$ cat src/rtl/fifo_params.svh
`ifndef FIFO_PARAMS_SVH
`define FIFO_PARAMS_SVH

// Queue geometry
`define FIFO_DATA_WIDTH 32
`define FIFO_DEPTH_LOG2 5

// APB address bus
`define APB_ADDR_WIDTH 12

// Register map
`define REG_PUSH   12'h000
`define REG_POP    12'h004
`define REG_STATUS 12'h008

`endif

$ cat src/rtl/apb_pkg.sv
`include "fifo_params.svh"

package apb_pkg;

    // Master to slave
    typedef struct packed {
        logic                       psel;
        logic                       penable;
        logic                       pwrite;
        logic [`APB_ADDR_WIDTH-1:0] paddr;
        logic [31:0]                pwdata;
    } apb_req_t;

    // Slave to master
    typedef struct packed {
        logic [31:0] prdata;
        logic        pready;
        logic        pslverr;
    } apb_rsp_t;

    typedef enum logic [1:0] {
        APB_IDLE,
        APB_WAIT_CTRL,
        APB_DONE
    } apb_state_e;

endpackage

$ cat src/rtl/fifo_pkg.sv
`include "fifo_params.svh"

package fifo_pkg;

    // OP_BAD covers unmapped addresses and writes to read-only registers
    typedef enum logic [1:0] {
        OP_PUSH,
        OP_POP,
        OP_STATUS,
        OP_BAD
    } fifo_op_e;

    typedef struct packed {
        logic                        valid;
        fifo_op_e                    op;
        logic [`FIFO_DATA_WIDTH-1:0] data;
    } fifo_cmd_t;

    typedef struct packed {
        logic        valid;
        logic        err;
        logic [31:0] data;
    } fifo_rsp_t;

    // Count needs one extra bit to reach the full depth
    typedef struct packed {
        logic [`FIFO_DEPTH_LOG2:0] count;
        logic                      full;
        logic                      empty;
    } fifo_status_t;

    typedef struct packed {
        logic                        en;
        logic [`FIFO_DEPTH_LOG2-1:0] addr;
        logic [`FIFO_DATA_WIDTH-1:0] data;
    } mem_write_t;

endpackage

$ cat src/rtl/memory_mlab.sv
module memory_mlab #(
    parameter int WIDTH      = 32,
    parameter int DEPTH_LOG2 = 5
) (
    input  logic                  clk,
    input  logic                  rstReadAddr,

    input  logic                  write_enable,
    input  logic [DEPTH_LOG2-1:0] write_addr,
    input  logic [WIDTH-1:0]      data_in,

    input  logic                  read_address_stall,
    input  logic [DEPTH_LOG2-1:0] read_addr,
    output logic [WIDTH-1:0]      data_out
);

    logic [WIDTH-1:0]      mem [(1 << DEPTH_LOG2)];

    logic [DEPTH_LOG2-1:0] write_addr_q;
    logic [WIDTH-1:0]      write_data_q;
    logic                  write_enable_q;
    logic [DEPTH_LOG2-1:0] read_addr_q;

    // Write side registered, array updated one edge later
    always_ff @(posedge clk) begin
        if (write_enable_q) begin
            mem[write_addr_q] <= write_data_q;
        end
        write_addr_q   <= write_addr;
        write_data_q   <= data_in;
        write_enable_q <= write_enable;
    end

    // Read address clears asynchronously
    always_ff @(posedge clk or posedge rstReadAddr) begin
        if (rstReadAddr) begin
            read_addr_q <= '0;
        end else if (!read_address_stall) begin
            read_addr_q <= read_addr;
        end
    end

    // Unregistered output
    assign data_out = mem[read_addr_q];

endmodule

$ cat src/rtl/apb_fifo_port.sv
`include "fifo_params.svh"

module apb_fifo_port
    import apb_pkg::*;
    import fifo_pkg::*;
(
    input  logic      clk,
    input  logic      rstReadAddr,
    input  apb_req_t  apb_req,
    output apb_rsp_t  apb_rsp,
    output fifo_cmd_t cmd,
    input  fifo_rsp_t rsp
);

    apb_state_e state;

    logic                        setup;
    fifo_op_e                    op_dec;

    logic                        cmd_valid_q;
    fifo_op_e                    cmd_op_q;
    logic [`FIFO_DATA_WIDTH-1:0] cmd_data_q;

    logic                        pready_q;
    logic                        pslverr_q;
    logic [31:0]                 prdata_q;

    assign setup = apb_req.psel && !apb_req.penable;

    // Address and direction to queue opcode
    always_comb begin
        op_dec = OP_BAD;
        case (apb_req.paddr)
            `REG_PUSH: begin
                if (apb_req.pwrite) begin
                    op_dec = OP_PUSH;
                end
            end
            `REG_POP: begin
                if (!apb_req.pwrite) begin
                    op_dec = OP_POP;
                end
            end
            `REG_STATUS: begin
                if (!apb_req.pwrite) begin
                    op_dec = OP_STATUS;
                end
            end
            default: op_dec = OP_BAD;
        endcase
    end

    // Command registered in the setup cycle, so valid sits on the first access cycle
    always_ff @(posedge clk or posedge rstReadAddr) begin
        if (rstReadAddr) begin
            state       <= APB_IDLE;
            cmd_valid_q <= 1'b0;
            pready_q    <= 1'b0;
            pslverr_q   <= 1'b0;
        end else begin
            cmd_valid_q <= 1'b0;
            pready_q    <= 1'b0;
            pslverr_q   <= 1'b0;
            case (state)
                APB_IDLE: begin
                    if (setup) begin
                        cmd_valid_q <= 1'b1;
                        state       <= APB_WAIT_CTRL;
                    end
                end
                APB_WAIT_CTRL: begin
                    if (rsp.valid) begin
                        pready_q  <= 1'b1;
                        pslverr_q <= rsp.err;
                        state     <= APB_DONE;
                    end
                end
                APB_DONE: state <= APB_IDLE;
                default:  state <= APB_IDLE;
            endcase
        end
    end

    always_ff @(posedge clk) begin
        if (state == APB_IDLE && setup) begin
            cmd_op_q   <= op_dec;
            cmd_data_q <= apb_req.pwdata;
        end
        if (state == APB_WAIT_CTRL && rsp.valid) begin
            prdata_q <= rsp.data;
        end
    end

    assign cmd     = '{valid: cmd_valid_q, op: cmd_op_q, data: cmd_data_q};
    assign apb_rsp = '{prdata: prdata_q, pready: pready_q, pslverr: pslverr_q};

endmodule

$ cat src/rtl/fifo_queue_ctrl.sv
`include "fifo_params.svh"

module fifo_queue_ctrl
    import fifo_pkg::*;
(
    input  logic                        clk,
    input  logic                        rstReadAddr,
    input  fifo_cmd_t                   cmd,
    output fifo_rsp_t                   rsp,
    output mem_write_t                  mem_wr,
    output logic [`FIFO_DEPTH_LOG2-1:0] rd_addr,
    output logic                        rd_stall,
    input  logic [`FIFO_DATA_WIDTH-1:0] rd_data
);

    localparam logic [`FIFO_DEPTH_LOG2:0] ENTRIES =
        (`FIFO_DEPTH_LOG2 + 1)'(1 << `FIFO_DEPTH_LOG2);

    logic [`FIFO_DEPTH_LOG2-1:0] wr_ptr;
    logic [`FIFO_DEPTH_LOG2-1:0] rd_ptr;
    logic [`FIFO_DEPTH_LOG2:0]   count;
    fifo_status_t                status;
    logic [31:0]                 status_word;

    logic                        push_ok;
    logic                        pop_go;
    logic                        cmd_err;
    logic                        pop_pending;

    logic                        rsp_valid;
    logic                        rsp_err;
    logic [31:0]                 rsp_data;

    logic                        wr_en_q;
    logic [`FIFO_DEPTH_LOG2-1:0] wr_addr_q;
    logic [`FIFO_DATA_WIDTH-1:0] wr_data_q;

    assign status.count = count;
    assign status.full  = (count == ENTRIES);
    assign status.empty = (count == '0);

    // Status register layout
    always_comb begin
        status_word                     = '0;
        status_word[`FIFO_DEPTH_LOG2:0] = status.count;
        status_word[8]                  = status.full;
        status_word[9]                  = status.empty;
    end

    assign push_ok = cmd.valid && cmd.op == OP_PUSH && !status.full;
    assign pop_go  = cmd.valid && cmd.op == OP_POP && !status.empty;
    assign cmd_err = cmd.valid && !push_ok && !pop_go && cmd.op != OP_STATUS;

    // Head address is taken only in the pop command cycle
    assign rd_addr  = rd_ptr;
    assign rd_stall = !pop_go;

    always_ff @(posedge clk or posedge rstReadAddr) begin
        if (rstReadAddr) begin
            wr_ptr      <= '0;
            rd_ptr      <= '0;
            count       <= '0;
            pop_pending <= 1'b0;
            rsp_valid   <= 1'b0;
            rsp_err     <= 1'b0;
            wr_en_q     <= 1'b0;
        end else begin
            pop_pending <= pop_go;
            wr_en_q     <= push_ok;
            // A good pop answers one cycle later, once the data is out
            rsp_valid   <= (cmd.valid && !pop_go) || pop_pending;
            rsp_err     <= cmd_err;
            if (push_ok) begin
                wr_ptr <= wr_ptr + 1'b1;
                count  <= count + 1'b1;
            end
            if (pop_pending) begin
                rd_ptr <= rd_ptr + 1'b1;
                count  <= count - 1'b1;
            end
        end
    end

    always_ff @(posedge clk) begin
        if (pop_pending) begin
            rsp_data <= rd_data;
        end else if (cmd.valid) begin
            rsp_data <= (cmd.op == OP_STATUS) ? status_word : '0;
        end
        if (push_ok) begin
            wr_addr_q <= wr_ptr;
            wr_data_q <= cmd.data;
        end
    end

    assign rsp    = '{valid: rsp_valid, err: rsp_err, data: rsp_data};
    assign mem_wr = '{en: wr_en_q, addr: wr_addr_q, data: wr_data_q};

endmodule

$ cat src/rtl/apb_fifo_top.sv
`include "fifo_params.svh"

module apb_fifo_top
    import apb_pkg::*;
    import fifo_pkg::*;
(
    input  logic     clk,
    input  logic     rstReadAddr,
    input  apb_req_t apb_req,
    output apb_rsp_t apb_rsp
);

    fifo_cmd_t                   cmd;
    fifo_rsp_t                   rsp;
    mem_write_t                  mem_wr;
    logic [`FIFO_DEPTH_LOG2-1:0] rd_addr;
    logic                        rd_stall;
    logic [`FIFO_DATA_WIDTH-1:0] rd_data;

    apb_fifo_port apb_fifo_port_i (
        .clk         (clk),
        .rstReadAddr (rstReadAddr),
        .apb_req     (apb_req),
        .apb_rsp     (apb_rsp),
        .cmd         (cmd),
        .rsp         (rsp)
    );

    fifo_queue_ctrl fifo_queue_ctrl_i (
        .clk         (clk),
        .rstReadAddr (rstReadAddr),
        .cmd         (cmd),
        .rsp         (rsp),
        .mem_wr      (mem_wr),
        .rd_addr     (rd_addr),
        .rd_stall    (rd_stall),
        .rd_data     (rd_data)
    );

    memory_mlab #(
        .WIDTH      (`FIFO_DATA_WIDTH),
        .DEPTH_LOG2 (`FIFO_DEPTH_LOG2)
    ) memory_mlab_i (
        .clk                (clk),
        .rstReadAddr        (rstReadAddr),
        .write_enable       (mem_wr.en),
        .write_addr         (mem_wr.addr),
        .data_in            (mem_wr.data),
        .read_address_stall (rd_stall),
        .read_addr          (rd_addr),
        .data_out           (rd_data)
    );

endmodule

$ cat config.mk
export PLATFORM = sky130hd
export DESIGN_NAME = apb_fifo_top
export DESIGN_NICKNAME = d
export VERILOG_FILES = /design/src/rtl/apb_pkg.sv /design/src/rtl/fifo_pkg.sv /design/src/rtl/memory_mlab.sv /design/src/rtl/apb_fifo_port.sv /design/src/rtl/fifo_queue_ctrl.sv /design/src/rtl/apb_fifo_top.sv
export VERILOG_INCLUDE_DIRS = /design/src /design/src/rtl
export SDC_FILE = /design/constraint.sdc
export NUM_CORES = 1
export LEC_CHECK = 0
export BUFFER_PORTS_ARGS = -buffer_cell sky130_fd_sc_hd__buf_2
export CAP_MARGIN = 20
export CELL_PAD_IN_SITES_DETAIL_PLACEMENT = 2
export CELL_PAD_IN_SITES_GLOBAL_PLACEMENT = 2
export CORE_MARGIN = 5
export CORE_UTILIZATION = 50
export CTS_CLUSTER_DIAMETER = 100
export DETAILED_ROUTE_END_ITERATION = 10
export PLACE_DENSITY_LB_ADDON = 0.1
export SLEW_MARGIN = 10
export SYNTH_ARGS = -nofsm -noshare
export SYNTH_HDL_FRONTEND = slang
export SYNTH_SLANG_ARGS = --single-unit
$ cat constraint.sdc
create_clock -name clk -period 6.5 [get_ports clk]
set_input_delay 1.3 -clock clk [delete_from_list [all_inputs] [get_ports clk]]
set_output_delay 1.3 -clock clk [all_outputs]
set_load 0.01 [all_outputs]
==> results.tsv, run 1 <==
metric	value	unit
wl_per_cell	41.68	µm
arrival	3.96	ns
synth_compound_area_share	1.709	%
vias	22910	
crit_path_end_kind	register	
setup_ws	3.024	ns
rsz0062_at_grt	false	
async_reset_ff_share	2.445	%
die_x	312.3	µm
reg2reg_to	fifo_queue_ctrl_i.rsp_data[18]	
htree_levels	4	
final_common_cell	edfxtp_1	
syn_nets	2079	
status	completed	
crit_top_cell	mux4_2	
gp_congestion	0.7540	
post-place-ws	3.166	ns
vias_per_cell	6.563	
pwr-share-comb	5.8	%
crit_path_start_kind	register	
synthFlopType	edfxtp_1	
slew_headroom	28.16	%
final_nets	2267	
post_cts_buffers	0	
grt_max_degree	126	
synth_seq_cells	1227	
hold_path_end	memory_mlab_i.write_data_q[7]	
ys_seq_area_share	79.48	%
fin_skew	0.02929	ns
syn2layout_area_growth	14.18	%
cp_slowest_cell	dfrtp_4	
dp_hpwl	73.60	mm
grt_pass1_vias	24885	
swShare	22.31	%
yosysTopAreaCellShare	76.17	%
hp-start	fifo_queue_ctrl_i.wr_data_q[7]	
fp.coreArea	90420	µm²
drt-initial-drc-count	3076	
cts_tree	yes	
finalPower	17.08	mW
grt_pass1_wl	202.7	mm
drc	0	
cp_cell_sequence	buf_12 > mux4_2 > mux4_2 > nor2_1 > a21oi_1 > and3_1	
synth_edf_count	1159	
crit-reg2reg-launch	memory_mlab_i.read_addr_q[1]	
cts_root_buf	clkbuf_16	
clockBufferDepth	3	
p_seq_share	51.1	%
ys_types	53	
syn_area	45690	µm²
placementRows	110	
setup_viol	0	
synth_top_family_by_area	multiplexers	
slew_viol_final	0	
critPathKind	reg2reg	
drive_above_1_share	28.06	%
clkPwrFrac	43.1	%
yosys_warnings	0	
peakVddDrop	0.3071	mV
layout_common_cells	1159 x edfxtp_1, 237 x mux4_2, 138 x mux2i_1	
io_pins	83	
p_int	13.27	mW
worstPathRequired	6.98	ns
cts_made_buffers	131	
muxShareOfSynthArea	15.20	%
start_util	50.53	%
die_y	312.3	µm
drt-total-wl	145.5	mm
clk_pin_slew_worst_paths	0.07	ns
cts_hold_buf	0	
firstDrtPassIters	7	
p_leak	16.21	nW
cts_sinks	1227	
clk_latency	0.74	ns
min_path_type	reg2reg	
setup_tns	0	ns
fp.dieArea	97530	µm²
tightest_slew	1.076	ns
crit_fanout	125	
synthXorXnorAreaFrac	0.2684	%
cts_resized	0	
switchingPower	3.810	mW
rrSetupSlack	3.02	ns
synth.area.top_cells	edfxtp_1 76%, mux4_2 12%, mux2i_1 3.0%	
synth_largest_area_cell	edfxtp_1	
fmax	0.2877	GHz
synth_simple_gate_area_share	1.818	%
io_buffers	82	
maxCapViolCount	0	
fin_util	57.69	%
overflow	0	
min_path_cells	0	
period_share	53.47	%
syn_area_per_cell	22.59	µm²
synth_fa_ha_area_share	0.2081	%
track_usage	29.84	%
worst-r2r-cell-count	6	
fin_crit	3.476	ns
antenna_found_initial	3	
synthCells	2023	
power.density	327.4	nW/µm²
ant_nets	0	
hold_viol_final	0	
max_stage_delay	0.90	ns
stage by stage:
step / cells / hold WS, ns / area, µm²
floorplan: 2023 / 0.3233 / 45690
global placement: 3236 / 0.3264 / 47740
detailed placement: 3236 / 0.3303 / 47740
CTS: 3471 / 0.3418 / 51820
global route: 3489 / 0.3589 / 52160
finish: 3491 / 0.3417 / 52170
Yosys cell counts, types with 6 or more instances:
library cell  instances
edfxtp_1           1159
mux4_2              237
mux2i_1             138
nor2_1               58
dfxtp_1              38
nand2_1              36
clkbuf_1             30
dfrtp_1              30
a21oi_1              27
and3_1               27
buf_2                25
a22oi_1              24
buf_1                16
buf_6                15
mux2_2               15
a22o_1               14
buf_4                11
xnor2_1              10
a221oi_1              8
o21ai_1               7
o221ai_1              7
ha_1                  6
inv_1                 6
cells by family (layout without fill, tap and decap cells):
group                    Yosys count  in the layout
other                              0              2
XOR/XNOR                          14             14
AND/OR/NAND/NOR                  167            167
flip-flops                      1227           1227
AO/OA/AOI/OAI                    108            108
adder cells (fa/ha/maj)            7              7
multiplexers                     395            395
buffers and inverters            105            395
power by group through the flow:
| stage | clock (mW) | sequential, mW | combinational (mW) |
|---|---|---|---|
| final | 7.35 | 8.74 | 0.989 |
| after global routing | 7.87 | 8.74 | 1.05 |
| after CTS | 7.45 | 8.74 | 1.00 |
| after detailed placement | 0 | 8.90 | 0.980 |
| after global placement | 0 | 8.89 | 0.936 |
| after floorplan | 0 | 8.84 | 0.757 |
worst max-delay path by stage:
stage | startpoint | to | depth (start not counted)
final | memory_mlab_i.read_addr_q[1] | fifo_queue_ctrl_i.rsp_data[18] | 6
after global routing | memory_mlab_i.read_addr_q[0] | fifo_queue_ctrl_i.rsp_data[25] | 6
after CTS | memory_mlab_i.read_addr_q[0] | fifo_queue_ctrl_i.rsp_data[18] | 6
after detailed placement | memory_mlab_i.read_addr_q[0] | fifo_queue_ctrl_i.rsp_data[25] | 6
after global placement | memory_mlab_i.read_addr_q[0] | fifo_queue_ctrl_i.rsp_data[3] | 5
after floorplan | apb_req[45] | apb_fifo_port_i.cmd_data_q[0] | 1
flip-flops by register name, summed over array words and instances (netlist names), 2 cells and up:
register	count
memory_mlab_i.mem	1024
apb_fifo_port_i.cmd_data_q	32
apb_fifo_port_i.prdata_q	32
fifo_queue_ctrl_i.rsp_data	32
fifo_queue_ctrl_i.wr_data_q	32
memory_mlab_i.write_data_q	32
fifo_queue_ctrl_i.count	6
fifo_queue_ctrl_i.rd_addr	5
fifo_queue_ctrl_i.wr_addr_q	5
fifo_queue_ctrl_i.wr_ptr	5
memory_mlab_i.read_addr_q	5
memory_mlab_i.write_addr_q	5
apb_fifo_port_i.cmd_op_q	2
apb_fifo_port_i.state	2
area by class of cell:
type                            instances  area (µm²)
Sequential cell                      1227       36340
Multi-Input combinational cell        691        9052
Clock buffer                          179        3676
Clock inverter                         56       406.6
Tap cell                             1176        1471
Fill cell                            7193       38260
Inverter                                6       22.52
Antenna cell                            2       5.005
Timing Repair Buffer                  154        1195
per-layer routing:
| metal | track usage [%] | share of wire (%) | vias to the layer above |
|---|---|---|---|
| met5 | 0 | 0.012 | - |
| met4 | 12.07 | 3.8 | 2 |
| met3 | 6.242 | 7.3 | 289 |
| li1 | - | - | 8852 |
| met2 | 49.69 | 51 | 1142 |
| met1 | 38.94 | 38 | 12625 |
worst max-delay path, delay by kind of cell, from the launching register on:
kind | cells | cell delay [ns]
AOI/OAI and AO/OA | 1 | 0.09
buffers and inverters | 1 | 0.55
DFF | 1 | 0.90
muxes | 2 | 0.92
and+or+nand+nor | 2 | 0.41
(Power assumes the default switching activity.)
==> inputs of run 2 (changes only) <==
Settings changed: CORE_UTILIZATION 50 to 45.
Clock period 6.5 ns to 3 ns, I/O delays scaled along.
==> run 2 against run 1 <==
  * Hold slack worse by 0.29 ns
  * Flip-flop and latch count unchanged
  * Clock-buffer cell count up 6
  * Critical path depth up 2
  * Maximum frequency up 26%
  * Cell count up 9.0%
  * Critical path type unchanged
  * Largest cell class unchanged
==> results.tsv, run 2 (synthesized netlist as in run 1, its figures left out) <==
metric	value	unit	change
status	completed		
clk_latency	0.75	ns	about the same
grt_max_degree	40		-68%
critPathKind	reg2reg		
fin_cells	3804		+9.0%
track_usage	26.45	%	-3.4 points
p_leak	17.07	nW	+5.3%
min_path_cells	1		+1
grt_use_met1	34.91	%	-4.0 points
largest_reg_flops	1024		unchanged
cts_tree	yes		
final_common_cell	edfxtp_1		
worstPathRequired	3.58	ns	-3.40 ns
placementRows	116		+5.5%
grt_pass1_wl	197.9	mm	-2.4%
fmax	0.3630	GHz	+26%
rsz0062_at_grt	false		
switchingPower	8.126	mW	+110%
die_x	328.6	µm	+5.2%
slew_headroom	28.85	%	+0.69 points
crit_path_start_kind	register		
fin_crit	2.755	ns	-0.7205 ns
slew_viol_final	0		unchanged
fp.coreArea	100400	µm²	+11%
cts_root_buf	clkbuf_16		
grt_pass1_vias	25063		+0.72%
min_path_type	in2reg		
drt-initial-drc-count	2378		-23%
worst-r2r-cell-count	8		+2
vias	22790		-0.52%
setup_tns	0	ns	unchanged
p_seq_share	50.3	%	-0.8 points
fin_hold_ws	0.05184	ns	-0.2898 ns
io_buffers	82		unchanged
setup_viol	0		unchanged
firstDrtPassIters	5		-2
drc	0		unchanged
drive_above_1_share	30.50	%	+2.4 points
syn2layout_area_growth	18.62	%	
antenna_found_initial	2		-1
wl_per_cell	36.98	µm	-11%
final_nets	2393		+5.6%
multi_input_area	9046	µm²	about the same
die_y	328.6	µm	+5.2%
arrival	3.34	ns	-0.62 ns
fillers	8458		+18%
period_share	91.84	%	+38 points
fp.dieArea	108000	µm²	+11%
vias_per_cell	5.991		-8.7%
peakVddDrop	0.6654	mV	+120%
crit_fanout	39		-69%
pwr-share-comb	6.0	%	+0.2 points
ant_nets	0		unchanged
area.sequential	36330	µm²	about the same
drt-total-wl	140.7	mm	-3.3%
maxCapViolCount	0		unchanged
use_met3	5.442	%	-0.80 points
dp_cells	3509		+8.4%
finalPower	37.54	mW	+120%
overflow	0		unchanged
swShare	21.65	%	-0.66 points
gp_congestion	0.7627		+1.2%
power.density	692.6	nW/µm²	+110%
start_util	45.49	%	-5.0 points
clkPwrFrac	43.6	%	+0.5 points
fin_skew	0.03141	ns	+0.002116 ns
cts_resized	0		unchanged
top_register	memory_mlab_i.mem		
grt.busiest_layer	met2		
clk_pin_slew_worst_paths	0.06	ns	about the same
clockBufferDepth	3		unchanged
htree_levels	4		unchanged
dp_hpwl	79.86	mm	+8.5%
crit_path_end_kind	register		
layout_common_cells	1159 x edfxtp_1, 237 x mux4_2, 141 x clkbuf_16		
hold_viol_final	0		unchanged
tightest_slew	1.066	ns	-0.01032 ns
cts_sinks	1227		unchanged
p_int	29.41	mW	+120%
cts_made_buffers	134		+2.3%
gr-usage-met2	44.47	%	-5.2 points
io_pins	83		unchanged
[run 2: cell count changes in the layout (fill, tap and decap cells not counted), moves of 3 or more]
cell and delta:
buf_4 +48, buf_12 +44, dlygate4sd3_1 +27, dfxtp_1 +5, dfxtp_2 -5, buf_8 +4, clkbuf_16 +4, clkinv_8 +4
bufinv_16 +3, clkinv_1 -3, nor2b_1 +3, nor2b_2 -3
[run 2: layout make-up]
class | count | share of cell area, %
Tap cell | 1357 | 3.133
Multi-Input combinational cell | 691 | 16.69
Antenna cell | 1 | 0.004617
Clock inverter | 60 | 1.009
Inverter | 6 | 0.04155
Timing Repair Buffer | 277 | 5.104
Sequential cell | 1227 | 67.04
Clock buffer | 185 | 6.981
[run 2: layer usage]
layer  wire length [µm]  vias up
met5                  0        -
met3               9359      250
met2              70820      938
li1                   -     9105
met4               4706        0
met1              55810    12497
[run 2: worst paths after layout]
kind,startpoint,to,slack [ns]
setup / recovery,memory_mlab_i.read_addr_q[0],fifo_queue_ctrl_i.rsp_data[3],0.24
hold / removal,apb_req[26],apb_fifo_port_i.cmd_data_q[26],0.05
setup reg to reg,memory_mlab_i.read_addr_q[0],fifo_queue_ctrl_i.rsp_data[3],0.24
hold reg to reg,fifo_queue_ctrl_i.wr_data_q[25],memory_mlab_i.write_data_q[25],0.34
max in group asynchronous,rstReadAddr,fifo_queue_ctrl_i.pop_pending,2.02
min in group asynchronous,rstReadAddr,memory_mlab_i.read_addr_q[0],0.42
[run 2: timing repair]
action | CTS | global route
hold buffers | 26 | 1
buffers inserted | 0 | 0
endpoints found under the hold margin | 26 | 7
[run 2: per-stage QoR]
step | utilization [%] | instance area [µm²] | setup WS (ns)
floorplan | - | 45710 | 0.2425
global placement | 48.99 | 49200 | 0.3202
detailed placement | 48.99 | 49200 | 0.2856
CTS | 53.56 | 53790 | 0.1838
global route | 53.96 | 54200 | 0.1033
finish | 53.96 | 54200 | 0.2448
[run 2: power groups by stage]
stage | Combinational, mW | Clock (mW) | Sequential, mW
4_1_cts | 2.30 | 16.7 | 18.9
6_report | 2.27 | 16.4 | 18.9
3_3_place_gp | 2.18 | 0 | 19.2
3_5_place_dp | 2.25 | 0 | 19.3
5_1_grt | 2.42 | 17.5 | 18.9
2_1_floorplan | 1.65 | 0 | 19.2
[run 2: critical path, stage by stage (launching register included)]
cell	delay, ns
dfrtp_4	0.60
buf_12	0.38
buf_4	0.27
buf_4	0.24
mux2i_1	0.11
a22o_1	0.23
a221oi_1	0.32
o221ai_1	0.21
o21ai_1	0.17
==> inputs of run 3 (changes only) <==
Settings changed: PLACE_DENSITY set to 0.8, PLACE_DENSITY_LB_ADDON 0.1 to not set, REMOVE_ABC_BUFFERS set to 1.
==> run 3 against run 2 <==
  * Sequential power is essentially flat
  * First-iteration DRC count up 50%
  * Hold slack worse by 0.0060 ns
  * Highest routed layer is now met5
  * Register-to-register slack worse by 0.18 ns
  * Via count grew 5.3%
  * Clock power increased by 2%
  * Sequential share of layout area is 1.1 points higher
  * Combinational power grew 2%
==> results.tsv, run 3 (synthesized netlist as in run 1, its figures left out) <==
metric	value	unit	change
gp_congestion	0.7772		+1.9%
cts_tree	yes		
cts_sinks	1227		unchanged
cts_root_buf	clkbuf_16		
slew_headroom	25.34	%	-3.5 points
fin_cells	3743		-1.6%
overflow	0		unchanged
status	completed		
fin_skew	0.03230	ns	+0.0008945 ns
grt_pass1_wl	219.4	mm	+11%
switchingPower	8.481	mW	+4.4%
tightest_slew	1.117	ns	+0.05158 ns
clk_latency	0.75	ns	about the same
post-place-ws	0.2374	ns	-0.04817 ns
cts_made_buffers	132		-1.5%
antenna_found_initial	2		unchanged
die_y	328.6	µm	unchanged
clk_pin_slew_worst_paths	0.07	ns	about the same
fin_area	53370	µm²	-1.5%
clockBufferDepth	3		unchanged
fin_util	53.14	%	-0.83 points
crit_path_start_kind	register		
swShare	22.29	%	+0.64 points
drt-total-wl	158.0	mm	+12%
diodes	0		-1
die_x	328.6	µm	unchanged
final_nets	2339		-2.3%
hp-start	apb_req[26]		
dp_hpwl	85.78	mm	+7.4%
io_pins	83		unchanged
arrival	3.42	ns	+0.08 ns
dp_cells	3478		-0.88%
top_register	memory_mlab_i.mem		
peakVddDrop	0.5005	mV	-25%
wl_per_cell	42.21	µm	+14%
layout_common_cells	1159 x edfxtp_1, 237 x mux4_2, 138 x mux2i_1		
cts_resized	0		unchanged
hold_path_end	apb_fifo_port_i.cmd_data_q[26]		
crit_fanout	16		-59%
io_buffers	82		unchanged
reg2reg_to	fifo_queue_ctrl_i.rsp_data[10]		
grt_pass1_vias	25760		+2.8%
drive_above_1_share	29.72	%	-0.78 points
p_int	29.57	mW	+0.56%
maxCapViolCount	0		unchanged
placementRows	116		unchanged
crit_path_end_kind	register		
clkPwrFrac	44.2	%	+0.6 points
critPathKind	reg2reg		
ant_nets	0		unchanged
setup_tns	0	ns	unchanged
post_dp_cell_area	48650	µm²	-1.1%
grt_max_degree	61		+53%
vias_per_cell	6.412		+7.0%
fin_crit	2.932	ns	+0.1771 ns
largest_reg_flops	1024		unchanged
fp.coreArea	100400	µm²	unchanged
pwr-share-comb	6.1	%	about the same
setup_viol	0		unchanged
min_path_cells	1		unchanged
worstPathRequired	3.49	ns	-0.09 ns
min_path_type	in2reg		
vias	24001		+5.3%
crit-reg2reg-launch	memory_mlab_i.read_addr_q[0]		
setup_ws	0.06770	ns	-0.1771 ns
rsz0062_at_grt	false		
worst-r2r-cell-count	7		-1
slew_viol_final	0		unchanged
drc	0		unchanged
firstDrtPassIters	5		unchanged
final_common_cell	edfxtp_1		
track_usage	29.53	%	+3.1 points
htree_levels	4		unchanged
p_leak	16.72	nW	-2.1%
post_cts_buffers	0		unchanged
fp.dieArea	108000	µm²	unchanged
drt-initial-drc-count	3571		+50%
rrSetupSlack	0.07	ns	-0.18 ns
cts_hold_buf	12		-54%
power.density	713.1	nW/µm²	+3.0%
period_share	97.74	%	+5.9 points
p_seq_share	49.7	%	-0.6 points
syn2layout_area_growth	16.81	%	
hold_viol_final	0		unchanged
fmax	0.3410	GHz	-6.0%
start_util	45.49	%	unchanged
run 3: changes by cell type in the layout (fill, tap and decap cells not counted), moves of 6 or more:
cell and delta:
buf_12 -24, dlygate4sd3_1 -15, dfxtp_1 -9, dfxtp_2 +9, buf_4 -7, clkinv_1 -6
run 3: cell type report:
class                   instances  area, µm²
clock inverters                50      596.8
repair buffers                225       1972
inverters                       6      22.52
multi-input cells             691       9032
well taps                    1357       1698
clock buffers                 187       3705
flip-flops and latches       1227      36340
fillers                      8485      47070
run 3: per-layer routing:
metal	vias to the layer above	wire length [µm]	track usage, %
met2	1548	78560	48.80
met1	13228	61520	39.95
met3	263	13360	5.966
met4	2	4524	9.459
met5	-	13	0
li1	8960	-	-
run 3: worst max path at each step:
stage / from / to / depth (start not counted)
after CTS: memory_mlab_i.read_addr_q[0] / fifo_queue_ctrl_i.rsp_data[10] / 7
after global routing: memory_mlab_i.read_addr_q[0] / fifo_queue_ctrl_i.rsp_data[10] / 7
after floorplan: memory_mlab_i.read_addr_q[0] / fifo_queue_ctrl_i.rsp_data[10] / 5
after detailed placement: memory_mlab_i.read_addr_q[0] / fifo_queue_ctrl_i.rsp_data[17] / 6
final: memory_mlab_i.read_addr_q[0] / fifo_queue_ctrl_i.rsp_data[10] / 7
after global placement: memory_mlab_i.read_addr_q[0] / fifo_queue_ctrl_i.rsp_data[28] / 7
run 3: critical path: stages, from the launching register on:
cell and delay, ns:
dfrtp_4 0.63, buf_12 0.24, buf_4 0.21, mux4_2 0.56, mux4_2 0.54, nor2_1 0.21, a21oi_1 0.08, and3_1 0.20
run 3: power groups by stage:
stage	clock [mW]	sequential [mW]	combinational (mW)
after floorplan	0	19.5	1.67
after global placement	0	19.2	2.10
after detailed placement	0	19.3	2.26
after CTS	17.1	18.9	2.33
after global routing	17.9	18.9	2.43
final	16.8	18.9	2.31
run 3: metrics by stage:
stage	total power [mW]	hold slack, ns
finish	38.06	0.04579
global placement	21.32	0.3252
detailed placement	21.52	0.3287
global route	39.27	0.01273
CTS	38.29	0.0008664
floorplan	21.12	0.3233
